<file path="src/design/soc_bus_pkg.sv">
package soc_bus_pkg;

    // bus-side words and byte enables
    typedef logic [31:0] word_t;
    typedef logic [3:0]  mask_t;    // one bit per byte, active high

    // word address on the SRAM chip pins
    typedef logic [19:0] sram_addr_t;

    // where an access lands
    typedef enum logic [1:0] {
        REGION_NONE    = 2'd0,    // no request or unmapped
        REGION_BASE    = 2'd1,
        REGION_EXT     = 2'd2,
        REGION_DISPLAY = 2'd3
    } region_e;

    // SRAM access sequence
    typedef enum logic [1:0] {
        SRAM_IDLE  = 2'd0,
        SRAM_SETUP = 2'd1,    // address and strobes settle
        SRAM_HOLD  = 2'd2     // write pulse, read sample at the end
    } sram_state_e;

    // address map
    localparam word_t BASE_RAM_START = 32'h8000_0000;
    localparam word_t EXT_RAM_START  = 32'h8040_0000;
    localparam word_t BANK_BYTES     = 32'h0040_0000;    // 4 MiB per bank
    localparam word_t DISPLAY_ADDR   = 32'hBFD0_0400;

    // top bit of the byte offset inside a bank
    localparam int BANK_ADDR_MSB = 21;

    // bank slots in the arbiter's per-bank vectors
    localparam int BANK_BASE = 0;
    localparam int BANK_EXT  = 1;

    localparam mask_t FULL_MASK = 4'b1111;

endpackage

</file>
<file path="src/design/bus_addr_decoder.sv">
`timescale 1ns/100ps

module bus_addr_decoder (
    input  logic                 inst_re_i,
    input  soc_bus_pkg::word_t   inst_addr_i,
    input  logic                 data_re_i,
    input  logic                 data_we_i,
    input  soc_bus_pkg::word_t   data_addr_i,
    output soc_bus_pkg::region_e inst_region_o,
    output soc_bus_pkg::region_e data_region_o
);
    import soc_bus_pkg::*;

    logic data_req;

    // unsigned offset wraps for addresses below the window
    function automatic logic in_bank(word_t addr, word_t start);
        word_t offset;
        offset = addr - start;
        return offset < BANK_BYTES;
    endfunction

    assign data_req = data_re_i | data_we_i;

    // fetch side has no display window
    always_comb begin
        inst_region_o = REGION_NONE;
        if (inst_re_i) begin
            if (in_bank(inst_addr_i, BASE_RAM_START)) begin
                inst_region_o = REGION_BASE;
            end else if (in_bank(inst_addr_i, EXT_RAM_START)) begin
                inst_region_o = REGION_EXT;
            end
        end
    end

    always_comb begin
        data_region_o = REGION_NONE;
        if (data_req) begin
            if (in_bank(data_addr_i, BASE_RAM_START)) begin
                data_region_o = REGION_BASE;
            end else if (in_bank(data_addr_i, EXT_RAM_START)) begin
                data_region_o = REGION_EXT;
            end else if (data_addr_i == DISPLAY_ADDR) begin
                data_region_o = REGION_DISPLAY;    // single word
            end
        end
    end

endmodule

</file>
<file path="src/design/bank_arbiter.sv">
`timescale 1ns/100ps

module bank_arbiter (
    input  logic                 clk_25M,
    input  logic                 reset_i,
    input  logic                 inst_re_i,
    input  soc_bus_pkg::word_t   inst_addr_i,
    input  logic                 data_re_i,
    input  logic                 data_we_i,
    input  soc_bus_pkg::word_t   data_addr_i,
    input  soc_bus_pkg::word_t   data_wdata_i,
    input  soc_bus_pkg::mask_t   data_mask_i,
    input  soc_bus_pkg::region_e inst_region_i,
    input  soc_bus_pkg::region_e data_region_i,
    output logic                 base_start_o,
    output logic                 base_we_o,
    output soc_bus_pkg::word_t   base_addr_o,
    output soc_bus_pkg::word_t   base_wdata_o,
    output soc_bus_pkg::mask_t   base_mask_o,
    input  logic                 base_done_i,
    input  soc_bus_pkg::word_t   base_rdata_i,
    output logic                 ext_start_o,
    output logic                 ext_we_o,
    output soc_bus_pkg::word_t   ext_addr_o,
    output soc_bus_pkg::word_t   ext_wdata_o,
    output soc_bus_pkg::mask_t   ext_mask_o,
    input  logic                 ext_done_i,
    input  soc_bus_pkg::word_t   ext_rdata_i,
    output logic                 disp_we_o,
    output soc_bus_pkg::word_t   disp_wdata_o,
    output soc_bus_pkg::mask_t   disp_mask_o,
    input  soc_bus_pkg::word_t   disp_rdata_i,
    output soc_bus_pkg::word_t   inst_data_o,
    output soc_bus_pkg::word_t   data_rdata_o,
    output logic                 stall_o
);
    import soc_bus_pkg::*;

    logic       data_req;
    logic       disp_hit;
    logic [1:0] inst_hit;        // per bank
    logic [1:0] data_hit;
    logic [1:0] inst_wants;      // targeted and not yet served
    logic [1:0] data_wants;
    logic [1:0] inst_start;
    logic [1:0] data_start;
    logic [1:0] bank_done;
    logic [1:0] busy_q;          // access in flight on the bank
    logic [1:0] owner_q;         // 1 when the data port owns it
    logic       inst_served_q;
    logic       data_served_q;
    logic       inst_done_now;
    logic       data_done_now;
    logic       inst_complete;
    logic       data_complete;
    word_t      inst_bank_rdata;
    word_t      data_bank_rdata;
    word_t      inst_res_q;
    word_t      data_res_q;

    assign data_req = data_re_i | data_we_i;
    assign disp_hit = (data_region_i == REGION_DISPLAY);
    assign inst_hit = {inst_region_i == REGION_EXT, inst_region_i == REGION_BASE};
    assign data_hit = {data_region_i == REGION_EXT, data_region_i == REGION_BASE};

    assign inst_wants = {2{inst_re_i & ~inst_served_q}} & inst_hit;
    assign data_wants = {2{data_req & ~data_served_q}} & data_hit;

    // on a shared bank the data port goes first
    assign data_start = data_wants & ~busy_q;
    assign inst_start = inst_wants & ~busy_q & ~data_wants;

    assign bank_done     = {ext_done_i, base_done_i};
    assign data_done_now = |(bank_done & busy_q & owner_q);
    assign inst_done_now = |(bank_done & busy_q & ~owner_q);

    // bank fields follow whichever port is being started
    assign base_start_o = data_start[BANK_BASE] | inst_start[BANK_BASE];
    assign base_we_o    = data_wants[BANK_BASE] & data_we_i;
    assign base_addr_o  = data_wants[BANK_BASE] ? data_addr_i : inst_addr_i;
    assign base_wdata_o = data_wdata_i;
    assign base_mask_o  = data_wants[BANK_BASE] ? data_mask_i : FULL_MASK;

    assign ext_start_o = data_start[BANK_EXT] | inst_start[BANK_EXT];
    assign ext_we_o    = data_wants[BANK_EXT] & data_we_i;
    assign ext_addr_o  = data_wants[BANK_EXT] ? data_addr_i : inst_addr_i;
    assign ext_wdata_o = data_wdata_i;
    assign ext_mask_o  = data_wants[BANK_EXT] ? data_mask_i : FULL_MASK;

    // one write pulse per request, even across a long stall
    assign disp_we_o    = data_we_i & disp_hit & ~data_served_q;
    assign disp_wdata_o = data_wdata_i;
    assign disp_mask_o  = data_mask_i;

    // display, unmapped and idle ports finish at once
    assign inst_complete = inst_served_q | inst_done_now | (inst_hit == 2'b00);
    assign data_complete = data_served_q | data_done_now | (data_hit == 2'b00);
    assign stall_o       = ~(inst_complete & data_complete);

    assign inst_bank_rdata = inst_hit[BANK_EXT] ? ext_rdata_i : base_rdata_i;
    assign data_bank_rdata = data_hit[BANK_EXT] ? ext_rdata_i : base_rdata_i;

    assign inst_data_o = (inst_hit == 2'b00) ? '0 :
                         inst_done_now       ? inst_bank_rdata : inst_res_q;

    assign data_rdata_o = disp_hit            ? disp_rdata_i :
                          (data_hit == 2'b00) ? '0 :
                          data_done_now       ? data_bank_rdata : data_res_q;

    always_ff @(posedge clk_25M) begin
        if (reset_i) begin
            busy_q        <= 2'b00;
            owner_q       <= 2'b00;
            inst_served_q <= 1'b0;
            data_served_q <= 1'b0;
        end else begin
            busy_q  <= (busy_q & ~bank_done) | data_start | inst_start;
            owner_q <= data_start | (owner_q & ~inst_start);
            if (stall_o) begin
                inst_served_q <= inst_served_q | inst_done_now;
                data_served_q <= data_served_q | data_done_now | disp_we_o;
            end else begin
                inst_served_q <= 1'b0;    // request retired
                data_served_q <= 1'b0;
            end
        end
    end

    // bank rdata may be overwritten by the next access on that bank
    always_ff @(posedge clk_25M) begin
        if (inst_done_now) begin
            inst_res_q <= inst_bank_rdata;
        end
        if (data_done_now) begin
            data_res_q <= data_bank_rdata;
        end
    end

endmodule

</file>
<file path="src/design/sram_controller.sv">
`timescale 1ns/100ps

module sram_controller (
    input  logic                    clk_25M,
    input  logic                    reset_i,
    input  logic                    start_i,
    input  logic                    we_i,
    input  soc_bus_pkg::word_t      addr_i,
    input  soc_bus_pkg::word_t      wdata_i,
    input  soc_bus_pkg::mask_t      mask_i,
    output logic                    done_o,
    output soc_bus_pkg::word_t      rdata_o,
    output soc_bus_pkg::sram_addr_t sram_addr_o,
    output soc_bus_pkg::mask_t      be_n_o,
    output logic                    ce_n_o,
    output logic                    oe_n_o,
    output logic                    we_n_o,
    output soc_bus_pkg::word_t      data_o,
    output logic                    data_oe_o,
    input  soc_bus_pkg::word_t      data_i
);
    import soc_bus_pkg::*;

    sram_state_e state_q;
    sram_state_e state_d;
    logic        accept;
    logic        active;
    logic        done_q;
    logic        we_q;
    sram_addr_t  addr_q;
    word_t       wdata_q;
    mask_t       mask_q;
    word_t       rdata_q;

    assign accept = (state_q == SRAM_IDLE) & start_i;
    assign active = (state_q != SRAM_IDLE);

    always_comb begin
        state_d = state_q;
        case (state_q)
            SRAM_IDLE: begin
                if (start_i) begin
                    state_d = SRAM_SETUP;
                end
            end
            SRAM_SETUP: state_d = SRAM_HOLD;
            SRAM_HOLD:  state_d = SRAM_IDLE;
            default:    state_d = SRAM_IDLE;
        endcase
    end

    always_ff @(posedge clk_25M) begin
        if (reset_i) begin
            state_q <= SRAM_IDLE;
            done_q  <= 1'b0;
        end else begin
            state_q <= state_d;
            done_q  <= (state_q == SRAM_HOLD);    // lines up with rdata_q
        end
    end

    // request is frozen for the whole access
    always_ff @(posedge clk_25M) begin
        if (accept) begin
            we_q    <= we_i;
            addr_q  <= addr_i[BANK_ADDR_MSB:2];    // byte offset to word
            wdata_q <= wdata_i;
            mask_q  <= mask_i;
        end
        if (state_q == SRAM_HOLD && !we_q) begin
            rdata_q <= data_i;
        end
    end

    assign done_o  = done_q;
    assign rdata_o = rdata_q;

    // chip pins, all strobes active low
    assign sram_addr_o = addr_q;
    assign be_n_o      = active ? ~mask_q : '1;
    assign ce_n_o      = ~active;
    assign oe_n_o      = ~(active & ~we_q);
    assign we_n_o      = ~((state_q == SRAM_HOLD) & we_q);    // pulse in HOLD only
    assign data_o      = wdata_q;
    assign data_oe_o   = active & we_q;

endmodule

</file>
<file path="src/design/display_regs.sv">
`timescale 1ns/100ps

module display_regs (
    input  logic               clk_25M,
    input  logic               reset_i,
    input  logic               we_i,
    input  soc_bus_pkg::word_t wdata_i,
    input  soc_bus_pkg::mask_t mask_i,
    output soc_bus_pkg::word_t rdata_o,
    output logic [15:0]        leds_o
);
    import soc_bus_pkg::*;

    word_t word_q;

    // byte lanes update independently
    always_ff @(posedge clk_25M) begin
        if (reset_i) begin
            word_q <= '0;    // leds dark after reset
        end else if (we_i) begin
            for (int i = 0; i < $bits(mask_t); i++) begin
                if (mask_i[i]) begin
                    word_q[8*i +: 8] <= wdata_i[8*i +: 8];
                end
            end
        end
    end

    assign rdata_o = word_q;          // full word readback
    assign leds_o  = word_q[15:0];

endmodule

</file>
<file path="src/design/soc_bus_top.sv">
`timescale 1ns/100ps

module soc_bus_top (
    input  logic                    clk_25M,
    input  logic                    reset_i,
    input  logic                    inst_re_i,
    input  soc_bus_pkg::word_t      inst_addr_i,
    output soc_bus_pkg::word_t      inst_data_o,
    input  logic                    data_re_i,
    input  logic                    data_we_i,
    input  soc_bus_pkg::word_t      data_addr_i,
    input  soc_bus_pkg::word_t      data_wdata_i,
    input  soc_bus_pkg::mask_t      data_mask_i,
    output soc_bus_pkg::word_t      data_rdata_o,
    output logic                    stall_o,
    output soc_bus_pkg::sram_addr_t base_ram_addr_o,
    output soc_bus_pkg::mask_t      base_ram_be_n_o,
    output logic                    base_ram_ce_n_o,
    output logic                    base_ram_oe_n_o,
    output logic                    base_ram_we_n_o,
    output soc_bus_pkg::word_t      base_ram_data_o,
    output logic                    base_ram_data_oe_o,
    input  soc_bus_pkg::word_t      base_ram_data_i,
    output soc_bus_pkg::sram_addr_t ext_ram_addr_o,
    output soc_bus_pkg::mask_t      ext_ram_be_n_o,
    output logic                    ext_ram_ce_n_o,
    output logic                    ext_ram_oe_n_o,
    output logic                    ext_ram_we_n_o,
    output soc_bus_pkg::word_t      ext_ram_data_o,
    output logic                    ext_ram_data_oe_o,
    input  soc_bus_pkg::word_t      ext_ram_data_i,
    output logic [15:0]             leds_o
);
    import soc_bus_pkg::*;

    region_e inst_region;
    region_e data_region;

    // base bank request and return
    logic  base_start;
    logic  base_we;
    word_t base_addr;
    word_t base_wdata;
    mask_t base_mask;
    logic  base_done;
    word_t base_rdata;

    // ext bank request and return
    logic  ext_start;
    logic  ext_we;
    word_t ext_addr;
    word_t ext_wdata;
    mask_t ext_mask;
    logic  ext_done;
    word_t ext_rdata;

    logic  disp_we;
    word_t disp_wdata;
    mask_t disp_mask;
    word_t disp_rdata;

    bus_addr_decoder i_decoder (
        .inst_re_i     (inst_re_i),
        .inst_addr_i   (inst_addr_i),
        .data_re_i     (data_re_i),
        .data_we_i     (data_we_i),
        .data_addr_i   (data_addr_i),
        .inst_region_o (inst_region),
        .data_region_o (data_region)
    );

    bank_arbiter i_arbiter (
        .clk_25M       (clk_25M),
        .reset_i       (reset_i),
        .inst_re_i     (inst_re_i),
        .inst_addr_i   (inst_addr_i),
        .data_re_i     (data_re_i),
        .data_we_i     (data_we_i),
        .data_addr_i   (data_addr_i),
        .data_wdata_i  (data_wdata_i),
        .data_mask_i   (data_mask_i),
        .inst_region_i (inst_region),
        .data_region_i (data_region),
        .base_start_o  (base_start),
        .base_we_o     (base_we),
        .base_addr_o   (base_addr),
        .base_wdata_o  (base_wdata),
        .base_mask_o   (base_mask),
        .base_done_i   (base_done),
        .base_rdata_i  (base_rdata),
        .ext_start_o   (ext_start),
        .ext_we_o      (ext_we),
        .ext_addr_o    (ext_addr),
        .ext_wdata_o   (ext_wdata),
        .ext_mask_o    (ext_mask),
        .ext_done_i    (ext_done),
        .ext_rdata_i   (ext_rdata),
        .disp_we_o     (disp_we),
        .disp_wdata_o  (disp_wdata),
        .disp_mask_o   (disp_mask),
        .disp_rdata_i  (disp_rdata),
        .inst_data_o   (inst_data_o),
        .data_rdata_o  (data_rdata_o),
        .stall_o       (stall_o)
    );

    sram_controller i_base_sram (
        .clk_25M     (clk_25M),
        .reset_i     (reset_i),
        .start_i     (base_start),
        .we_i        (base_we),
        .addr_i      (base_addr),
        .wdata_i     (base_wdata),
        .mask_i      (base_mask),
        .done_o      (base_done),
        .rdata_o     (base_rdata),
        .sram_addr_o (base_ram_addr_o),
        .be_n_o      (base_ram_be_n_o),
        .ce_n_o      (base_ram_ce_n_o),
        .oe_n_o      (base_ram_oe_n_o),
        .we_n_o      (base_ram_we_n_o),
        .data_o      (base_ram_data_o),
        .data_oe_o   (base_ram_data_oe_o),
        .data_i      (base_ram_data_i)
    );

    sram_controller i_ext_sram (
        .clk_25M     (clk_25M),
        .reset_i     (reset_i),
        .start_i     (ext_start),
        .we_i        (ext_we),
        .addr_i      (ext_addr),
        .wdata_i     (ext_wdata),
        .mask_i      (ext_mask),
        .done_o      (ext_done),
        .rdata_o     (ext_rdata),
        .sram_addr_o (ext_ram_addr_o),
        .be_n_o      (ext_ram_be_n_o),
        .ce_n_o      (ext_ram_ce_n_o),
        .oe_n_o      (ext_ram_oe_n_o),
        .we_n_o      (ext_ram_we_n_o),
        .data_o      (ext_ram_data_o),
        .data_oe_o   (ext_ram_data_oe_o),
        .data_i      (ext_ram_data_i)
    );

    display_regs i_display (
        .clk_25M (clk_25M),
        .reset_i (reset_i),
        .we_i    (disp_we),
        .wdata_i (disp_wdata),
        .mask_i  (disp_mask),
        .rdata_o (disp_rdata),
        .leds_o  (leds_o)
    );

endmodule

</file>
<file path="config.mk">
export PLATFORM = sky130hd
export DESIGN_NAME = soc_bus_top
export DESIGN_NICKNAME = d
export VERILOG_FILES = /design/src/design/soc_bus_pkg.sv /design/src/design/bus_addr_decoder.sv /design/src/design/bank_arbiter.sv /design/src/design/sram_controller.sv /design/src/design/display_regs.sv /design/src/design/soc_bus_top.sv
export SDC_FILE = /design/constraint.sdc
export NUM_CORES = 1
export LEC_CHECK = 0
export BUFFER_PORTS_ARGS = -buffer_cell sky130_fd_sc_hd__clkbuf_2
export CAP_MARGIN = 20
export CORE_ASPECT_RATIO = 1.5
export CORE_MARGIN = 5
export CORE_UTILIZATION = 35
export CTS_BUF_LIST = sky130_fd_sc_hd__clkbuf_2 sky130_fd_sc_hd__clkbuf_4 sky130_fd_sc_hd__clkbuf_8
export CTS_CLUSTER_SIZE = 14
export DETAILED_ROUTE_END_ITERATION = 7
export PLACE_DENSITY = 0.6
export SYNTH_ARGS = -nofsm -noshare
export SYNTH_HDL_FRONTEND = slang
export SYNTH_HIERARCHICAL = 1
export SYNTH_SLANG_ARGS = --single-unit
</file>
<file path="constraint.sdc">
create_clock -name clk_25M -period 9.3 [get_ports clk_25M]
set_input_delay 1.86 -clock clk_25M [delete_from_list [all_inputs] [get_ports clk_25M]]
set_output_delay 1.86 -clock clk_25M [all_outputs]
set_load 0.005 [all_outputs]
</file>
==> qor.log, run 1 <==
qor: power.pwr-share-comb 0.027
qor: outcome.run_status finished, final reports clean
qor: sta.hold_vio_cnt_final 0
qor: sta.tightestPinTransition 1.05 ns
qor: routing.drc_errors 0
qor: finish.fin_area 15100 µm²
qor: clock_tree.post_cts_resize_count 0
qor: sta.timing_max_transition_violations_final 0
qor: power.total_power 0.00257 W
qor: routing.dr_total_vias 8821
qor: die.die-area 40600 µm²
qor: clock_tree.worstSkewPairLatency 0.59 ns
qor: sta.setup-tns-final 0 ns
qor: critical_path.critical_path_data_arrival_time 5.27 ns
qor: clock_tree.clock_sinks 286
qor: synth.post_synthesis_cell_area 12800 µm²
qor: routing.post_drt_via_cell_ratio 4.91
qor: power.power.net_switching 0.000541 W
qor: sta.worst_slew_margin_rel 0.299
qor: power.netSwitchingFraction 0.211
qor: power.p_leak 5.91 nW
qor: global_routing.grt_first_pass_wirelength 52200 µm
qor: power.powerDensity 170 nW/µm²
qor: global_routing.grt_util_all_layers 0.163
qor: critical_path.worstSetupPathType in2out
qor: finish.drive_above_1_share 0.409
qor: clock_tree.postcts_setup_bufs 0
qor: critical_path.timing.critical_path.required 7.44 ns
qor: synth.netlist_instances 1046
qor: global_routing.maximum_number_of_pins_on_one_net_before_global_route_repair 67
qor: sta.final-setup-viol-count 0
qor: clock_tree.cts_hold_repair.buffers 0
qor: routing.drt-pass1-iter-count 5
qor: flow_run.number_of_violations_of_the_max_capacitance_limit 0
qor: power.max-vdd-ir-drop 0.117 mV
qor: die.floorplan.initialDensity 0.355
qor: critical_path.timing.critical_path.to_type output pin
qor: routing.iter_0_drt_violations 442
qor: die.die_height 244 µm
qor: die.design.portCount 370
qor: clock_tree.cts_tree done
qor: sta.final_period_minus_worst_setup_slack 7.13 ns
qor: placement.place_area 14100 µm²
qor: die.core_area 36100 µm²
qor: routing.drt.antenna.violating_nets 0
qor: clock_tree.buffer_type_at_the_clock_tree_root sky130_fd_sc_hd__clkbuf_8
qor: die.die_w 166 µm
qor: clock_tree.max-clock-path-buffers 3
qor: critical_path.critPathMaxFanout 30
qor: routing.routed_wire_length_per_instance 19.5 µm
qor: placement.finalWeightedCongestion 0.800
qor: synth.postSynthNetCount 1220
qor: hold_path.timing.hold.worst.class reg2reg
qor: sta.fmax 140 MHz
qor: synth.syn_area_per_cell 12.2 µm²
qor: finish.area_growth_syn_to_layout 17.6%
qor: global_routing.antenna_found_initial 2
qor: sta.min_period_over_period 0.767
qor: clock_tree.htree_levels 2
qor: power.share_seq_of_total_power 0.524
qor: clock_tree.cts.reportedPaths.clkPinSlew 0.06 ns
qor: clock_tree.cts-buffers-inserted 44
qor: die.rows 85
qor: critical_path.launching_element_type_of_the_critical_path primary input
qor: finish.design.final.nets 1454
qor: sta.grt_setup_unrepaired no
qor: sta.final.setup_skew 0.0390 ns
qor: power.cellInternalPower 0.00202 W
qor: placement.port_buffers 367
qor: placement.hpwlAfterDp 25100 µm
qor: synth.ys_warnings 6
qor: global_routing.vias_in_the_first_global_route 8756
qor: routing.detail_route.wirelength 35000 µm
qor: global_routing.total_global_routing_overflow 0
qor: power.clock_power_share 0.449
## sequential cells by signal (all words and copies together) (netlist names)
signal                   count
i_arbiter/data_res_q        32
i_ext_sram/data_o           32
i_ext_sram/state_q           2
i_arbiter/data_served_q      1
i_display/rdata_o           32
i_arbiter/inst_res_q        32
i_ext_sram/sram_addr_o      20
i_ext_sram/rdata_o          32
i_base_sram/mask_q           4
i_arbiter/owner_q            2
i_arbiter/inst_served_q      1
i_ext_sram/done_o            1
i_ext_sram/we_q              1
i_ext_sram/mask_q            4
i_base_sram/sram_addr_o     20
i_base_sram/state_q          2
i_base_sram/rdata_o         32
i_base_sram/data_o          32
i_base_sram/done_o           1
i_base_sram/we_q             1
i_arbiter/busy_q             2
## path summary, 6_finish.rpt
| check | startpoint | endpoint | slack [ns] | depth (start not counted) |
|---|---|---|---|---|
| hold / removal | i_arbiter/inst_res_q[24] | i_arbiter/inst_res_q[24] | 0.48 | 2 |
| setup reg to reg | i_arbiter/data_served_q | i_ext_sram/data_o[5] | 6.57 | 6 |
| setup / recovery | data_addr_i[13] | data_rdata_o[1] | 2.17 | 11 |
| hold reg to reg | i_arbiter/inst_res_q[24] | i_arbiter/inst_res_q[24] | 0.48 | 2 |
## placed cells by master, fill, tap and decap left out, drive strengths merged, types with 3 or more instances in the layout
master    n
mux2     40
nand2     5
nor2     40
bufinv    4
or4       4
nand4     3
or2       8
dfxtp   108
edfxtp  178
nand3b    6
nor3b     8
a21oi    38
a221oi   32
buf      17
mux2i    32
or3      32
ha        5
nor2b    34
nand3    35
nor4      5
inv      10
clkinv   15
a21bo    32
a32o     32
nor3     67
o21ai    42
nor4b     4
clkbuf  426
and2     35
## through the flow
step | setup WS [ns] | hold slack (ns) | utilization | cells
6_report | 2.17 | 0.476 | 0.418 | 1796
3_3_place_gp | 2.16 | 0.458 | 0.391 | 1712
5_1_grt | 1.95 | 0.501 | 0.418 | 1796
3_5_place_dp | 2.14 | 0.466 | 0.391 | 1712
4_1_cts | 2.14 | 0.481 | 0.418 | 1794
2_1_floorplan | 2.66 | 0.451 | - | 1046
## routing by layer
metal	vias up	wire (µm)	global-route usage
met1	4217	14600	0.205
met4	0	1260	0.0679
met3	66	1880	0.0328
met5	-	0	0
li1	4230	-	-
met2	308	17200	0.276
## power by group through the flow
stage               Sequential, W  Combinational [W]  Clock (W)
finish                    0.00134          0.0000682    0.00115
global route              0.00134          0.0000748    0.00125
CTS                       0.00134          0.0000690    0.00119
detailed placement        0.00137          0.0000686          0
global placement          0.00137          0.0000669          0
floorplan                 0.00137          0.0000491          0
## worst max-delay path, stage by stage
cell and delay (ns):
sky130_fd_sc_hd__clkbuf_2 0.10, sky130_fd_sc_hd__nor4_1 0.44, sky130_fd_sc_hd__nand2_1 0.14, sky130_fd_sc_hd__or4_4 0.58
sky130_fd_sc_hd__a21oi_1 0.26, sky130_fd_sc_hd__ha_2 0.33, sky130_fd_sc_hd__buf_4 0.50, sky130_fd_sc_hd__mux2i_1 0.34
sky130_fd_sc_hd__o21ai_0 0.17, sky130_fd_sc_hd__a32o_1 0.37, sky130_fd_sc_hd__clkbuf_2 0.13
## layout make-up
| type | instances | area [µm²] |
|---|---|---|
| Fill cell | 3464 | 21000 |
| Sequential cell | 286 | 7510 |
| Multi-Input combinational cell | 556 | 3990 |
| Timing Repair Buffer | 384 | 1960 |
| Clock buffer | 59 | 756 |
| Tap cell | 478 | 598 |
| Clock inverter | 23 | 221 |
| Inverter | 8 | 30.0 |
| Antenna cell | 2 | 5.00 |
(Power assumes the default switching activity.)
==> run 2, diff against run 1 <==
- PLACE_DENSITY: 0.6 -> 0.63
- clock period: 9.3 -> 6.1 ns (I/O delays scaled with it)
==> run 2 against run 1 <==
Hold slack got worse by 0.0022 ns. Sequential power rose by 53%. Non-clock buffer count rose by 1. Register-to-register slack got worse by 2.6 ns.
==> qor.log, run 2 (synthesis gave the netlist of run 1 again) <==
qor: clock_tree.max-clock-path-buffers 3 [unchanged]
qor: clock_tree.cts-buffers-inserted 45 [+2.3%]
qor: sta.worst_slew_margin_rel 0.465 [+0.166]
qor: critical_path.path_delay_family simple AND/OR/NAND/NOR gates
qor: power.max-vdd-ir-drop 0.175 mV [+50%]
qor: critical_path.max_stage_delay 0.58 ns [about the same]
qor: sta.hold_vio_cnt_final 0 [unchanged]
qor: critical_path.r2r_end i_ext_sram/data_o[7]
qor: power.pwr-share-comb 0.027 [about the same]
qor: critical_path.crit_path_start data_addr_i[13]
qor: critical_path.worstSetupPathType in2out
qor: clock_tree.worstSkewPairLatency 0.57 ns [-0.02 ns]
qor: critical_path.timing.critical_path.mode_cell sky130_fd_sc_hd__clkbuf_2
qor: routing.drt.antenna.violating_nets 0 [unchanged]
qor: global_routing.vias_in_the_first_global_route 8656 [-1.1%]
qor: die.design.portCount 370 [unchanged]
qor: power.power.net_switching 0.000825 W [+52%]
qor: critical_path.worst_r2r_path_depth 5 [-1]
qor: routing.detail_route.wirelength 34600 µm [-1.3%]
qor: power.clock_power_share 0.447 [-0.002]
qor: global_routing.antenna_found_initial 1 [-1]
qor: sta.final_period_minus_worst_setup_slack 5.47 ns
qor: critical_path.timing.critical_path.required 4.88 ns [-2.56 ns]
qor: finish.post_layout_nonfiller_instances 1798 [+0.11%]
qor: clock_tree.cts_tree done
qor: sta.tightestPinTransition 0.803 ns [-0.249 ns]
qor: routing.dr_total_vias 8858 [+0.42%]
qor: sta.fmax 183 MHz
qor: finish.area_growth_syn_to_layout 18.0%
qor: clock_tree.htree_levels 2 [unchanged]
qor: clock_tree.buffer_type_at_the_clock_tree_root sky130_fd_sc_hd__clkbuf_8
qor: finish.final_common_cell sky130_fd_sc_hd__clkbuf_2
qor: power.total_power 0.00389 W [+52%]
qor: die.rows 85 [unchanged]
qor: placement.finalWeightedCongestion 0.797 [-0.35%]
qor: clock_tree.post_cts_resize_count 0 [unchanged]
qor: sta.setup-tns-final 0 ns [unchanged]
qor: global_routing.grt_first_pass_wirelength 51700 µm [-1.1%]
qor: routing.post_drt_via_cell_ratio 4.93 [+0.31%]
qor: routing.drt-pass1-iter-count 5 [unchanged]
qor: power.powerDensity 258 nW/µm² [+51%]
qor: outcome.run_status finished, final reports clean
qor: sta.final.setup_skew 0.0282 ns [-0.0108 ns]
qor: placement.dp_cells 1710 [-0.12%]
qor: finish.fillers 3402 [-1.8%]
qor: critical_path.critical_path_data_arrival_time 4.25 ns [-1.02 ns]
qor: global_routing.grt_util_all_layers 0.162 [-0.00130]
qor: critical_path.timing.critical_path.to_type output pin
qor: critical_path.worst-path-stages 11 [unchanged]
qor: critical_path.ff2ff_setup_slack 3.93 ns [-2.64 ns]
qor: critical_path.crit_path_end data_rdata_o[1]
qor: finish.mostFrequentLayoutCells sky130_fd_sc_hd__clkbuf_2, sky130_fd_sc_hd__edfxtp_1, sky130_fd_sc_hd__dfxtp_1
qor: finish.final_core_utilization 0.419 [+0.00139]
qor: power.netSwitchingFraction 0.212 [+0.000897]
qor: sta.min_period_over_period 0.897
qor: sta.grt_setup_unrepaired no
qor: critical_path.sum_of_buffers_and_inverters_on_the_critical_path 3 [unchanged]
qor: critical_path.critPathMaxFanout 35 [+17%]
qor: sta.final-setup-viol-count 0 [unchanged]
qor: routing.drc_errors 0 [unchanged]
qor: hold_path.hold_depth 2 [unchanged]
qor: routing.iter_0_drt_violations 462 [+4.5%]
qor: power.cellInternalPower 0.00307 W [+52%]
qor: clock_tree.clock_sinks 286 [unchanged]
qor: clock_tree.postcts_setup_bufs 0 [unchanged]
qor: placement.port_buffers 367 [unchanged]
qor: hold_path.timing.hold.worst.class reg2reg
qor: finish.design.final.nets 1456 [+0.14%]
qor: power.share_seq_of_total_power 0.526 [+0.002]
qor: global_routing.maximum_number_of_pins_on_one_net_before_global_route_repair 67 [unchanged]
qor: die.die-area 40600 µm² [unchanged]
qor: critical_path.reg2reg_from i_arbiter/data_served_q
qor: sta.timing_max_transition_violations_final 0 [unchanged]
qor: critical_path.highest_delay_cell_along_the_critical_path sky130_fd_sc_hd__or4_4
qor: clock_tree.cts_hold_repair.buffers 0 [unchanged]
qor: die.die_w 166 µm [unchanged]
qor: flow_run.number_of_violations_of_the_max_capacitance_limit 0 [unchanged]
qor: critical_path.launching_element_type_of_the_critical_path primary input
qor: clock_tree.cts.reportedPaths.clkPinSlew 0.06 ns [about the same]
qor: critical_path.worstPathCellList clkbuf_2 -> nor4_1 -> nand2_1 -> or4_4 -> a21oi_1 -> ha_2 -> buf_12 -> mux2i_1 -> o21ai_0 -> a32o_1 -> clkbuf_2
qor: placement.hpwlAfterDp 24900 µm [-0.71%]
qor: die.floorplan.initialDensity 0.355 [unchanged]
qor: routing.routed_wire_length_per_instance 19.2 µm [-1.4%]
qor: power.p_leak 5.91 nW [+0.12%]
qor: finish.drive_above_1_share 0.409 [about the same]
qor: die.die_height 244 µm [unchanged]
qor: sta.fin_hold_ws 0.474 ns [-0.00221 ns]
qor: global_routing.total_global_routing_overflow 0 [unchanged]
qor: die.core_area 36100 µm² [unchanged]
## run 2: per-layer routing
layer | vias up | GRT usage | part of all wire
met3 | 67 | 0.0339 | 0.058
met2 | 333 | 0.266 | 0.48
met4 | 0 | 0.0703 | 0.040
li1 | 4235 | - | -
met1 | 4223 | 0.207 | 0.42
met5 | - | 0 | 0
## run 2: area by class of cell
| cell class | count | area [µm²] | area share |
|---|---|---|---|
| clock buffers | 57 | 734 | 0.0486 |
| repair buffers | 385 | 2020 | 0.134 |
| multi-input cells | 556 | 3990 | 0.264 |
| clock inverters | 27 | 238 | 0.0157 |
| diodes | 1 | 2.50 | 0.000165 |
| well taps | 478 | 598 | 0.0395 |
| flip-flops and latches | 286 | 7510 | 0.496 |
| inverters | 8 | 30.0 | 0.00199 |
## run 2: power groups by stage
stage | logic (W) | registers (W) | clock network [W]
6_report | 0.000104 | 0.00205 | 0.00174
5_1_grt | 0.000116 | 0.00205 | 0.00189
4_1_cts | 0.000105 | 0.00205 | 0.00180
3_5_place_dp | 0.000104 | 0.00209 | 0
3_3_place_gp | 0.000102 | 0.00209 | 0
2_1_floorplan | 0.0000748 | 0.00209 | 0
## run 2: tightest hold or removal path, cell delays in order, from the launching register on
cell and delay [ns]:
sky130_fd_sc_hd__dfxtp_1 0.30, sky130_fd_sc_hd__nor3_1 0.05, sky130_fd_sc_hd__nor2_1 0.08
## run 2: worst min-delay path by stage
stage / start / end / slack (ns)
2_1_floorplan: i_arbiter/inst_res_q[0] / i_arbiter/inst_res_q[0] / 0.45
3_3_place_gp: i_arbiter/inst_res_q[31] / i_arbiter/inst_res_q[31] / 0.46
3_5_place_dp: i_arbiter/inst_res_q[0] / i_arbiter/inst_res_q[0] / 0.47
4_1_cts: i_arbiter/inst_res_q[0] / i_arbiter/inst_res_q[0] / 0.48
5_1_grt: i_arbiter/inst_res_q[20] / i_arbiter/inst_res_q[20] / 0.49
6_report: i_arbiter/inst_res_q[0] / i_arbiter/inst_res_q[0] / 0.47
## run 2: per-stage QoR
| step | setup WS [ns] | instance area [µm²] |
|---|---|---|
| global placement | 0.635 | 14100 |
| detailed placement | 0.611 | 14100 |
| global route | 0.454 | 15100 |
| finish | 0.628 | 15100 |
| floorplan | 0.0957 | 12800 |
| CTS | 0.601 | 15100 |
==> run 3, diff against run 2 <==
- ABC_AREA: unset -> 1
==> run 3 against run 2 <==
Non-clock buffer count shrank 4. Core utilization is essentially flat. Power grew 0.40%. Clock power shrank 2%. Fmax grew 11%. Clock skew shrank 0.014 ns. Via count grew 5.6%. Setup slack gained 0.55 ns. Critical endpoint is now data_rdata_o[2].
==> qor.log, run 3 <==
qor: routing.post_drt_via_cell_ratio 4.39 [-11%]
qor: routing.drt-pass1-iter-count 5 [unchanged]
qor: synth.netlist_instances 1360 [+30%]
qor: clock_tree.max-clock-path-buffers 3 [unchanged]
qor: critical_path.worstPathCellList clkbuf_2 -> nand2_1 -> nor2_1 -> nand2_1 -> nor2_1 -> nand2_1 -> a21oi_1 -> ha_2 -> buf_4 -> nand2_1 -> o21a_1 -> a21oi_1 -> nand2_1 -> nand2_1 -> clkbuf_2
qor: sta.timing_max_transition_violations_final 0 [unchanged]
qor: sta.fmax 203 MHz [+11%]
qor: placement.port_buffers 367 [unchanged]
qor: critical_path.reg2reg_from i_arbiter/data_served_q
qor: synth.ys_warnings 6 [unchanged]
qor: clock_tree.post_cts_resize_count 0 [unchanged]
qor: global_routing.antenna_found_initial 3 [+2]
qor: die.design.portCount 370 [unchanged]
qor: power.p_leak 7.00 nW [+18%]
qor: power.max-vdd-ir-drop 0.168 mV [-4.3%]
qor: flow_run.number_of_violations_of_the_max_capacitance_limit 0 [unchanged]
qor: power.powerDensity 261 nW/µm² [+1.3%]
qor: global_routing.maximum_number_of_pins_on_one_net_before_global_route_repair 66 [-1.5%]
qor: placement.hpwlAfterDp 26100 µm [+4.8%]
qor: critical_path.ff2ff_setup_slack 3.52 ns [-0.41 ns]
qor: global_routing.grt_util_all_layers 0.170 [+0.00796]
qor: clock_tree.cts_tree done
qor: routing.drt.antenna.violating_nets 0 [unchanged]
qor: critical_path.worst_r2r_path_depth 9 [+4]
qor: routing.routed_wire_length_per_instance 16.4 µm [-15%]
qor: hold_path.worstHoldStart i_arbiter/inst_res_q[4]
qor: global_routing.grt_first_pass_wirelength 52300 µm [+1.3%]
qor: finish.drive_above_1_share 0.308 [-0.101]
qor: global_routing.total_global_routing_overflow 0 [unchanged]
qor: hold_path.hold_depth 2 [unchanged]
qor: sta.min_period_over_period 0.808 [-0.0895]
qor: critical_path.highest_delay_cell_along_the_critical_path sky130_fd_sc_hd__ha_2
qor: clock_tree.postcts_setup_bufs 0 [unchanged]
qor: outcome.run_status finished, final reports clean
qor: clock_tree.worstSkewPairLatency 0.56 ns [about the same]
qor: critical_path.launching_element_type_of_the_critical_path primary input
qor: critical_path.timing.critical_path.required 4.88 ns [about the same]
qor: critical_path.critical_path_data_arrival_time 3.71 ns [-0.54 ns]
qor: placement.finalWeightedCongestion 0.845 [+6.0%]
qor: finish.final_common_cell sky130_fd_sc_hd__clkbuf_2
qor: sta.final_period_minus_worst_setup_slack 4.93 ns [-0.546 ns]
qor: die.floorplan.initialDensity 0.352 [-0.00383]
qor: die.die_w 165 µm [-0.92%]
qor: clock_tree.htree_levels 2 [unchanged]
qor: global_routing.vias_in_the_first_global_route 9200 [+6.3%]
qor: die.die_height 242 µm [-0.94%]
qor: critical_path.worstSetupPathType in2out
qor: sta.hold_vio_cnt_final 0 [unchanged]
qor: critical_path.r2r_end i_base_sram/data_o[22]
qor: synth.post_synthesis_cell_area 12600 µm² [-2.0%]
qor: finish.final_core_utilization 0.419 [about the same]
qor: routing.drc_errors 0 [unchanged]
qor: synth.syn_area_per_cell 9.24 µm² [-25%]
qor: sta.worst_slew_margin_rel 0.271 [-0.193]
qor: clock_tree.buffer_type_at_the_clock_tree_root sky130_fd_sc_hd__clkbuf_8
qor: finish.area_growth_syn_to_layout 19.3%
qor: sta.setup-tns-final 0 ns [unchanged]
qor: critical_path.timing.critical_path.mode_cell sky130_fd_sc_hd__nand2_1
qor: critical_path.max_stage_delay 0.67 ns [+0.09 ns]
qor: sta.grt_setup_unrepaired no
qor: synth.postSynthNetCount 1534 [+26%]
qor: hold_path.timing.hold.worst.class reg2reg
qor: finish.fillers 3607 [+6.0%]
qor: routing.detail_route.wirelength 34900 µm [+0.84%]
qor: sta.tightestPinTransition 1.09 ns [+0.287 ns]
qor: critical_path.timing.critical_path.to_type output pin
qor: routing.iter_0_drt_violations 555 [+20%]
qor: clock_tree.cts-buffers-inserted 46 [+2.2%]
qor: finish.design.final.nets 1789 [+23%]
qor: sta.final.setup_skew 0.0145 ns [-0.0137 ns]
qor: critical_path.critPathMaxFanout 29 [-17%]
qor: clock_tree.clock_sinks 286 [unchanged]
qor: die.rows 85 [unchanged]
qor: routing.dr_total_vias 9351 [+5.6%]
qor: die.core_area 35700 µm² [-0.88%]
qor: finish.mostFrequentLayoutCells sky130_fd_sc_hd__clkbuf_2, sky130_fd_sc_hd__nand2_1, sky130_fd_sc_hd__nor2_1
qor: hold_path.hold_path_end i_arbiter/inst_res_q[4]
qor: die.die-area 39900 µm² [-1.9%]
qor: sta.final-setup-viol-count 0 [unchanged]
qor: clock_tree.cts_hold_repair.buffers 0 [unchanged]
qor: clock_tree.cts.reportedPaths.clkPinSlew 0.06 ns [about the same]
[run 3: changes by cell type in the layout (fill, tap and decap cells not counted), sizes merged, moves of 32 or more]
cell,delta
inv,+163
a32o,-32
nor3,-63
mux2,-40
or3,-32
a221oi,-32
nor2,+156
mux2i,-32
and2,-34
a21oi,+32
nand2,+324
a21bo,-32
nor2b,-34
[run 3: stage by stage]
stage	hold WS, ns	cells	worst slack, ns	total power (W)	cell area, µm²
final	0.459	2131	1.17	0.00391	15000
after global routing	0.485	2131	0.871	0.00408	15000
after CTS	0.457	2128	1.16	0.00398	15000
after detailed placement	0.443	2045	1.15	0.00226	14000
after global placement	0.443	2043	1.16	0.00225	14000
after floorplan	0.428	1360	2.01	0.00221	12600
[run 3: critical path, delay by kind of cell]
family / cells / cell delay, ns
simple gates: 8 / 0.77
compound gates: 3 / 0.54
buf+inv: 3 / 0.51
fa+ha+maj: 1 / 0.67
[run 3: worst max-delay path by stage]
| stage | startpoint | endpoint | slack (ns) |
|---|---|---|---|
| global route | data_addr_i[17] | data_rdata_o[0] | 0.87 |
| detailed placement | data_addr_i[11] | data_rdata_o[2] | 1.15 |
| floorplan | data_addr_i[30] | i_ext_sram/data_o[0] | 2.01 |
| CTS | data_addr_i[27] | data_rdata_o[2] | 1.16 |
| finish | data_addr_i[27] | data_rdata_o[2] | 1.17 |
| global placement | data_addr_i[14] | data_rdata_o[2] | 1.16 |
[run 3: routing by layer]
metal	part of all wire	GRT usage
met5	0	0
met4	0.041	0.0752
met2	0.49	0.288
met3	0.067	0.0380
met1	0.40	0.205
[run 3: layout make-up]
type,count,area [µm²],share of cell area
Inverter,171,642,0.0428
Multi-Input combinational cell,729,3260,0.218
Clock buffer,67,822,0.0548
Antenna cell,3,7.51,0.000501
Timing Repair Buffer,381,2020,0.135
Clock inverter,16,128,0.00851
Tap cell,478,598,0.0399
Sequential cell,286,7510,0.501
[run 3: power by group]
group	leakage, nW	switching (W)	internal, W
sequential	2.51	0.00000629	0.00207
clock	0.502	0.000746	0.000950
combinational	3.99	0.0000728	0.0000624
